`src/common/commit_defines.svh`:
```
// Sizing macros for the commit stage, the reorder buffer and the trap logic

`ifndef COMMIT_DEFINES_SVH
`define COMMIT_DEFINES_SVH

// ------------------------------
// Datapath
// ------------------------------

// Data and address width
`define XLEN 32

// ------------------------------
// Reorder buffer
// ------------------------------

// ROB slot count kept to a power of two so the pointers wrap naturally
`define ROB_DEPTH 8
`define ROB_IDX_LEN 3

// Architectural register index and exception cause widths
`define REG_IDX_LEN 5
`define EXCEPT_CODE_LEN 4

`endif

```
`src/common/commit_pkg.sv`:
```
// Shared types for the reorder buffer, the commit controller and the trap unit

`include "commit_defines.svh"

package commit_pkg;

  typedef logic [`ROB_IDX_LEN-1:0] rob_idx_t;
  typedef logic [`REG_IDX_LEN-1:0] reg_idx_t;
  typedef logic [`EXCEPT_CODE_LEN-1:0] except_code_t;

  // Allocation request from issue
  typedef struct packed {
    logic [`XLEN-1:0] pc;
    reg_idx_t         rd_idx;
  } issue_entry_t;

  // One result on the common data bus
  typedef struct packed {
    rob_idx_t         rob_idx;
    logic [`XLEN-1:0] value;
    logic             except;
    except_code_t     except_code;
    logic             mispredict;
  } cdb_t;

  // One ROB slot
  typedef struct packed {
    logic [`XLEN-1:0] pc;
    reg_idx_t         rd_idx;
    logic [`XLEN-1:0] value;
    logic             res_ready;
    logic             except;
    except_code_t     except_code;
    logic             mispredict;
  } rob_entry_t;

  // Oldest entry leaving the ROB together with its slot
  typedef struct packed {
    rob_entry_t entry;
    rob_idx_t   rob_idx;
  } head_t;

  // Trap vector register with mode 0 direct and mode 1 vectored
  typedef struct packed {
    logic [`XLEN-3:0] base;
    logic [1:0]       mode;
  } mtvec_t;

endpackage

```
`src/hw/commit_ctrl.sv`:
```
// Commit controller that holds the retiring instruction and drives RF writes and flushes

`include "commit_defines.svh"

module commit_ctrl (
  input  logic                     clk_i,
  input  logic                     rst_n_i,

  // From the spill cell
  input  logic                     valid_i,
  input  commit_pkg::head_t        data_i,
  output logic                     ready_o,

  // Flush of the ROB and the spill cell
  output logic                     flush_o,

  // Integer register file write
  output logic                     rf_we_o,
  output commit_pkg::reg_idx_t     rf_rd_idx_o,
  output logic [`XLEN-1:0]         rf_rd_value_o,

  // Redirect requests
  output logic                     mis_flush_o,
  output logic                     trap_o,
  output commit_pkg::except_code_t trap_code_o
);

  import commit_pkg::*;

  // RUN retires one instruction per cycle
  // FLUSH holds a flushing instruction for its single pulse cycle
  typedef enum logic {
    RUN,
    FLUSH
  } state_t;

  state_t state_q;
  state_t state_d;

  logic   accept;
  logic   flushing_in;
  logic   comm_valid_q;
  head_t  comm_q;

  // ------------------------------
  // Next state
  // ------------------------------

  assign accept      = valid_i && ready_o;
  assign flushing_in = data_i.entry.except || data_i.entry.mispredict;

  always_comb begin
    state_d = state_q;
    case (state_q)
      RUN: begin
        if (accept && flushing_in) begin
          state_d = FLUSH;
        end
      end
      FLUSH: begin
        state_d = RUN;
      end
      default: begin
        state_d = RUN;
      end
    endcase
  end

  always_ff @(posedge clk_i or negedge rst_n_i) begin
    if (!rst_n_i) begin
      state_q      <= RUN;
      comm_valid_q <= 1'b0;
    end else begin
      state_q      <= state_d;
      comm_valid_q <= accept;
    end
  end

  // Commit register
  always_ff @(posedge clk_i) begin
    if (accept) begin
      comm_q <= data_i;
    end
  end

  // ------------------------------
  // Moore outputs
  // ------------------------------

  // No new instruction while the flush is on its way
  assign ready_o = (state_q == RUN);
  assign flush_o = (state_q == FLUSH);

  // x0 is never written, and neither is a trapping instruction
  assign rf_we_o       = comm_valid_q && !comm_q.entry.except && (comm_q.entry.rd_idx != '0);
  assign rf_rd_idx_o   = comm_q.entry.rd_idx;
  assign rf_rd_value_o = comm_q.entry.value;

  // An exception takes priority over a misprediction
  assign trap_o      = (state_q == FLUSH) && comm_q.entry.except;
  assign mis_flush_o = (state_q == FLUSH) && !comm_q.entry.except && comm_q.entry.mispredict;
  assign trap_code_o = comm_q.entry.except_code;

endmodule

```
`src/hw/commit_stage.sv`:
```
// Commit stage top level joining the ROB, head spill cell, commit controller and trap redirect

`include "commit_defines.svh"

module commit_stage (
  input  logic                     clk_i,
  input  logic                     rst_n_i,

  // Issue side
  input  logic                     issue_valid_i,
  input  commit_pkg::issue_entry_t issue_entry_i,
  output logic                     issue_ready_o,
  output commit_pkg::rob_idx_t     issue_tail_idx_o,

  // Result bus
  input  logic                     cdb_valid_i,
  input  commit_pkg::cdb_t         cdb_data_i,

  // Trap vector CSR
  input  commit_pkg::mtvec_t       csr_mtvec_i,

  // Register file and front end
  output logic                     rf_we_o,
  output commit_pkg::reg_idx_t     rf_rd_idx_o,
  output logic [`XLEN-1:0]         rf_rd_value_o,
  output logic                     except_o,
  output logic [`XLEN-1:0]         except_pc_o,
  output logic                     mis_flush_o
);

  import commit_pkg::*;

  // ROB to spill cell
  logic         rob_head_valid;
  head_t        rob_head;
  logic         spill_ready;

  // Spill cell to controller
  logic         spill_valid;
  head_t        spill_data;
  logic         ctrl_ready;

  // Controller outputs
  logic         flush;
  logic         trap;
  except_code_t trap_code;

  rob u_rob (
    .clk_i           (clk_i),
    .rst_n_i         (rst_n_i),
    .flush_i         (flush),
    .issue_valid_i   (issue_valid_i),
    .issue_entry_i   (issue_entry_i),
    .issue_ready_o   (issue_ready_o),
    .issue_tail_idx_o(issue_tail_idx_o),
    .cdb_valid_i     (cdb_valid_i),
    .cdb_data_i      (cdb_data_i),
    .head_ready_i    (spill_ready),
    .head_valid_o    (rob_head_valid),
    .head_o          (rob_head)
  );

  head_spill_cell u_head_spill_cell (
    .clk_i  (clk_i),
    .rst_n_i(rst_n_i),
    .flush_i(flush),
    .valid_i(rob_head_valid),
    .data_i (rob_head),
    .ready_o(spill_ready),
    .ready_i(ctrl_ready),
    .valid_o(spill_valid),
    .data_o (spill_data)
  );

  commit_ctrl u_commit_ctrl (
    .clk_i        (clk_i),
    .rst_n_i      (rst_n_i),
    .valid_i      (spill_valid),
    .data_i       (spill_data),
    .ready_o      (ctrl_ready),
    .flush_o      (flush),
    .rf_we_o      (rf_we_o),
    .rf_rd_idx_o  (rf_rd_idx_o),
    .rf_rd_value_o(rf_rd_value_o),
    .mis_flush_o  (mis_flush_o),
    .trap_o       (trap),
    .trap_code_o  (trap_code)
  );

  trap_vector u_trap_vector (
    .trap_i     (trap),
    .trap_code_i(trap_code),
    .csr_mtvec_i(csr_mtvec_i),
    .except_o   (except_o),
    .except_pc_o(except_pc_o)
  );

endmodule

```
`src/hw/head_spill_cell.sv`:
```
// Two-entry skid buffer that registers the ROB head before the commit controller

module head_spill_cell (
  input  logic              clk_i,
  input  logic              rst_n_i,
  input  logic              flush_i,

  // From the ROB
  input  logic              valid_i,
  input  commit_pkg::head_t data_i,
  output logic              ready_o,

  // To the commit controller
  input  logic              ready_i,
  output logic              valid_o,
  output commit_pkg::head_t data_o
);

  import commit_pkg::*;

  logic  out_valid_q;
  head_t out_data_q;
  logic  skid_valid_q;
  head_t skid_data_q;
  logic  out_free;

  // Output slot can load when empty or being drained this cycle
  assign out_free = !out_valid_q || ready_i;

  // Ready depends on registered state only
  assign ready_o = !skid_valid_q;
  assign valid_o = out_valid_q;
  assign data_o  = out_data_q;

  always_ff @(posedge clk_i or negedge rst_n_i) begin
    if (!rst_n_i) begin
      out_valid_q  <= 1'b0;
      skid_valid_q <= 1'b0;
    end else if (flush_i) begin
      out_valid_q  <= 1'b0;
      skid_valid_q <= 1'b0;
    end else if (out_free) begin
      // Skid slot drains first, otherwise the input passes straight through
      if (skid_valid_q) begin
        out_valid_q  <= 1'b1;
        skid_valid_q <= 1'b0;
      end else begin
        out_valid_q <= valid_i;
      end
    end else if (valid_i && !skid_valid_q) begin
      skid_valid_q <= 1'b1;
    end
  end

  always_ff @(posedge clk_i) begin
    if (out_free) begin
      out_data_q <= skid_valid_q ? skid_data_q : data_i;
    end
    if (!out_free && !skid_valid_q) begin
      skid_data_q <= data_i;
    end
  end

endmodule

```
`src/hw/trap_vector.sv`:
```
// Trap target computation from mtvec and the front-end redirect outputs

`include "commit_defines.svh"

module trap_vector (
  input  logic                     trap_i,
  input  commit_pkg::except_code_t trap_code_i,
  input  commit_pkg::mtvec_t       csr_mtvec_i,
  output logic                     except_o,
  output logic [`XLEN-1:0]         except_pc_o
);

  import commit_pkg::*;

  logic [`XLEN-1:0] vec_offset;
  logic [`XLEN-1:0] trap_pc;

  // Vectored mode jumps 4 bytes per cause past the base
  assign vec_offset = (csr_mtvec_i.mode == 2'd1) ?
      {{(`XLEN - `EXCEPT_CODE_LEN - 2){1'b0}}, trap_code_i, 2'b00} : '0;

  // Base field is word aligned
  assign trap_pc = {csr_mtvec_i.base, 2'b00} + vec_offset;

  assign except_o    = trap_i;
  assign except_pc_o = trap_i ? trap_pc : '0;

endmodule

```
`src/rob/rob.sv`:
```
// Reorder buffer with in-order allocation, out-of-order CDB completion and the head sent to commit

`include "commit_defines.svh"

module rob (
  input  logic                     clk_i,
  input  logic                     rst_n_i,
  input  logic                     flush_i,

  // Issue side
  input  logic                     issue_valid_i,
  input  commit_pkg::issue_entry_t issue_entry_i,
  output logic                     issue_ready_o,
  output commit_pkg::rob_idx_t     issue_tail_idx_o,

  // Result bus
  input  logic                     cdb_valid_i,
  input  commit_pkg::cdb_t         cdb_data_i,

  // Head towards commit
  input  logic                     head_ready_i,
  output logic                     head_valid_o,
  output commit_pkg::head_t        head_o
);

  import commit_pkg::*;

  localparam int unsigned CNT_LEN = `ROB_IDX_LEN + 1;

  // ------------------------------
  // Storage and pointers
  // ------------------------------

  rob_entry_t            rob_q [`ROB_DEPTH];
  logic [`ROB_DEPTH-1:0] valid_q;
  rob_idx_t              head_q;
  rob_idx_t              tail_q;
  logic [CNT_LEN-1:0]    count_q;

  logic                  push;
  logic                  pop;
  logic                  cdb_hit;

  // Full when every slot is allocated
  assign issue_ready_o    = (count_q != CNT_LEN'(`ROB_DEPTH));
  assign issue_tail_idx_o = tail_q;

  assign push = issue_valid_i && issue_ready_o;
  assign pop  = head_valid_o && head_ready_i;

  // Only allocated slots accept a result
  assign cdb_hit = cdb_valid_i && valid_q[cdb_data_i.rob_idx];

  // ------------------------------
  // Head output
  // ------------------------------

  // Head is offered once its result has been written back
  assign head_valid_o  = valid_q[head_q] && rob_q[head_q].res_ready;
  assign head_o.entry   = rob_q[head_q];
  assign head_o.rob_idx = head_q;

  // ------------------------------
  // Control state
  // ------------------------------

  always_ff @(posedge clk_i or negedge rst_n_i) begin
    if (!rst_n_i) begin
      head_q  <= '0;
      tail_q  <= '0;
      count_q <= '0;
      valid_q <= '0;
    end else if (flush_i) begin
      // Everything in flight is younger than the flushing instruction
      head_q  <= '0;
      tail_q  <= '0;
      count_q <= '0;
      valid_q <= '0;
    end else begin
      if (push) begin
        tail_q          <= tail_q + 1'b1;
        valid_q[tail_q] <= 1'b1;
      end
      if (pop) begin
        head_q          <= head_q + 1'b1;
        valid_q[head_q] <= 1'b0;
      end
      count_q <= count_q + CNT_LEN'(push) - CNT_LEN'(pop);
    end
  end

  // ------------------------------
  // Slot payload
  // ------------------------------

  always_ff @(posedge clk_i) begin
    // New entry starts incomplete
    if (push) begin
      rob_q[tail_q].pc          <= issue_entry_i.pc;
      rob_q[tail_q].rd_idx      <= issue_entry_i.rd_idx;
      rob_q[tail_q].value       <= '0;
      rob_q[tail_q].res_ready   <= 1'b0;
      rob_q[tail_q].except      <= 1'b0;
      rob_q[tail_q].except_code <= '0;
      rob_q[tail_q].mispredict  <= 1'b0;
    end
    // Writeback completes the addressed slot
    if (cdb_hit) begin
      rob_q[cdb_data_i.rob_idx].value       <= cdb_data_i.value;
      rob_q[cdb_data_i.rob_idx].except      <= cdb_data_i.except;
      rob_q[cdb_data_i.rob_idx].except_code <= cdb_data_i.except_code;
      rob_q[cdb_data_i.rob_idx].mispredict  <= cdb_data_i.mispredict;
      rob_q[cdb_data_i.rob_idx].res_ready   <= 1'b1;
    end
  end

endmodule

```
`config.mk`:
```
export PLATFORM = sky130hd
export DESIGN_NAME = commit_stage
export DESIGN_NICKNAME = d
export VERILOG_FILES = /design/src/common/commit_pkg.sv /design/src/hw/commit_ctrl.sv /design/src/hw/commit_stage.sv /design/src/hw/head_spill_cell.sv /design/src/hw/trap_vector.sv /design/src/rob/rob.sv
export VERILOG_INCLUDE_DIRS = /design/src /design/src/common
export SDC_FILE = /design/constraint.sdc
export NUM_CORES = 1
export LEC_CHECK = 0
export BUFFER_PORTS_ARGS = -buffer_cell sky130_fd_sc_hd__buf_2
export CORE_MARGIN = 2
export CORE_UTILIZATION = 40
export DETAILED_ROUTE_END_ITERATION = 10
export PLACE_DENSITY = 0.6
export RECOVER_POWER = 25
export SYNTH_ARGS = -nofsm -noshare
export SYNTH_HDL_FRONTEND = slang
export SYNTH_HIERARCHICAL = 1
export SYNTH_SLANG_ARGS = --single-unit
```
`constraint.sdc`:
```
create_clock -name clk_i -period 16.2 [get_ports clk_i]
set_input_delay 0.81 -clock clk_i [delete_from_list [all_inputs] [get_ports clk_i]]
set_output_delay 0.81 -clock clk_i [all_outputs]
set_load 0.02 [all_outputs]
```
==> impl_metrics.ini <==
[clock_network]
cts_buffer_depth = 3
post-cts-setup-buffers = 0
htreeDepth = 2
cts_tree = built
root_buffer = clkbuf_16
worstSkewPairLatency_ps = 600
numCtsBuffers = 51
post_cts_resize_count = 0
cts.sinks = 503
cts_hold_buf = 0
clk_pin_slew_ps = 60

[routing]
antenna_left = 0
initialDrtViolationCount = 1128
drcViolationCount = 0
vias = 13100
first_pass_iters = 6
vias_per_cell = 5.35
wl_um = 57000
wl_per_cell_um = 23.4

[critical_path]
critPathLaunchType = input port
crit_fanout = 17
crit_type = in -> out
cp-end-kind = primary output
required_ps = 15390
critical_path_arrival_ps = 3490

[floorplan]
die_area_sq_um = 58500
die_h_um = 242
core_area_sq_um = 56200
die_w_um = 242
ios = 190
start_util_pct = 40.3
num_rows = 87

[timing]
maxSlewViolCount = 205
grt_setup_unrepaired = false
tightest_slew_ps = 2550
finalWorstSetupSlack_ps = 11900
fin_crit_sh_pct = 26.6
fmax_mhz = 232
final.setup.tns_ps = 0
relSlewSlack_pct = -69.9
clock_skew_ps = 27.2
period_needed_ps = 4300
hold_violations = 0
setup_viol = 0

[power_and_ir_drop]
power_density_nw_per_um2 = 162
p_total_mw = 4.09
p_leak_nw = 8.93
max-vdd-ir-drop_v = 0.0000767

[flow_run]
cap_violations = 5

[global_routing]
overflow = 0
antenna_found_initial = 10
grt_pass1_vias = 13100
grt_pass1_wl_um = 85000
grtUsageTotal_pct = 19.4
grt_start_max_net_pins = 47

[cells_and_area]
design_area_sq_um = 25200
layout.nets = 1770
regArea_sq_um = 14900
drive_gt1_share_pct = 23.0
final_cell_mix = edfxtp_1, and2_1, buf_2
fillers = 5049
multi_input_area_sq_um = 6640
area_delta_synth_final_pct = 11.4
layout_commonest_cell = edfxtp_1

[place]
dp_hpwl_um = 32900
io_buffers = 155
dpl-instance-area_sq_um = 23700
gp_congestion = 0.808
pre_cts_ws_ps = 11910

[synthesis]
avgSynthCellArea_sq_um = 14.4
synth_area_sq_um = 22600
ys_warn_count = 6
netlist_instances = 1574

[min_path]
hp-class = reg -> reg

[status]
status = complete, but fails checks
violations = max-capacitance violations, max-slew violations
cell type report:
cell class,instances,share of cell area (%)
Antenna cell,4,0.0397
Sequential cell,503,59.2
Timing Repair Buffer,188,3.95
Inverter,38,0.570
Tap cell,756,3.75
Clock buffer,67,5.30
Multi-Input combinational cell,861,26.3
Clock inverter,22,0.898
flip-flops by register name, summed over array words and instances (netlist names), 4 cells and up:
name,cells
u_head_spill_cell/data_o,43
u_commit_ctrl/rf_rd_value_o,32
u_head_spill_cell/skid_data_q,43
u_commit_ctrl/rf_rd_idx_o,5
u_rob/count_q,4
u_rob/valid_q,8
u_commit_ctrl/trap_code_o,4
u_rob/rob_q,352
critical path: stages:
cell      delay [ps]
buf_2             90
nor2b_1          210
and2_1           160
ha_1             180
inv_1             70
fa_1             420
nand2b_1         200
a21o_1           360
or4_1            570
a21oi_1          190
buf_2            210
routing by layer:
metal | wire (um) | share of wire [%] | vias to the layer above | GRT usage [%]
li1 | - | - | 5922 | -
met1 | 24300 | 43 | 6575 | 25.8
met2 | 27300 | 48 | 448 | 32.2
met3 | 4040 | 7.1 | 104 | 3.92
met4 | 1310 | 2.3 | 10 | 5.76
met5 | 69 | 0.12 | - | 0
through the flow:
step / std cells / hold WS, ps / utilization (%)
3_3_place_gp: 2346 / 403 / 42.2
5_1_grt: 2436 / 428 / 44.9
2_1_floorplan: 1575 / 400 / -
4_1_cts: 2435 / 224 / 45.0
3_5_place_dp: 2346 / 406 / 42.2
6_report: 2439 / 419 / 44.9
worst paths after layout:
path                                                         from                                        end  slack, ps  cells after the start
max in group asynchronous                                 rst_n_i                u_rob/head_q[1]$_DFFE_PN0P_      14680                      1
min                        u_head_spill_cell/data_o[29]$_DFFE_PP_  u_commit_ctrl/rf_rd_value_o[19]$_DFFE_PP_        420                      0
min in group asynchronous                                 rst_n_i                 u_rob/count_q[0]$_DFF_PN0_        530                      1
max                                                csr_mtvec_i[1]                            except_pc_o[20]      11900                     11
max reg2reg                            u_rob/valid_q[1]$_DFF_PN0_               u_rob/rob_q[1][27]$_DFFE_PP_      12270                      4
min reg2reg                u_head_spill_cell/data_o[29]$_DFFE_PP_  u_commit_ctrl/rf_rd_value_o[19]$_DFFE_PP_        420                      0
power breakdown:
part / internal (mW) / switching (mW)
combinational: 0.437 / 0.698
sequential: 1.75 / 0.0899
clock: 0.642 / 0.476
Power figures use the tool's default switching activity.
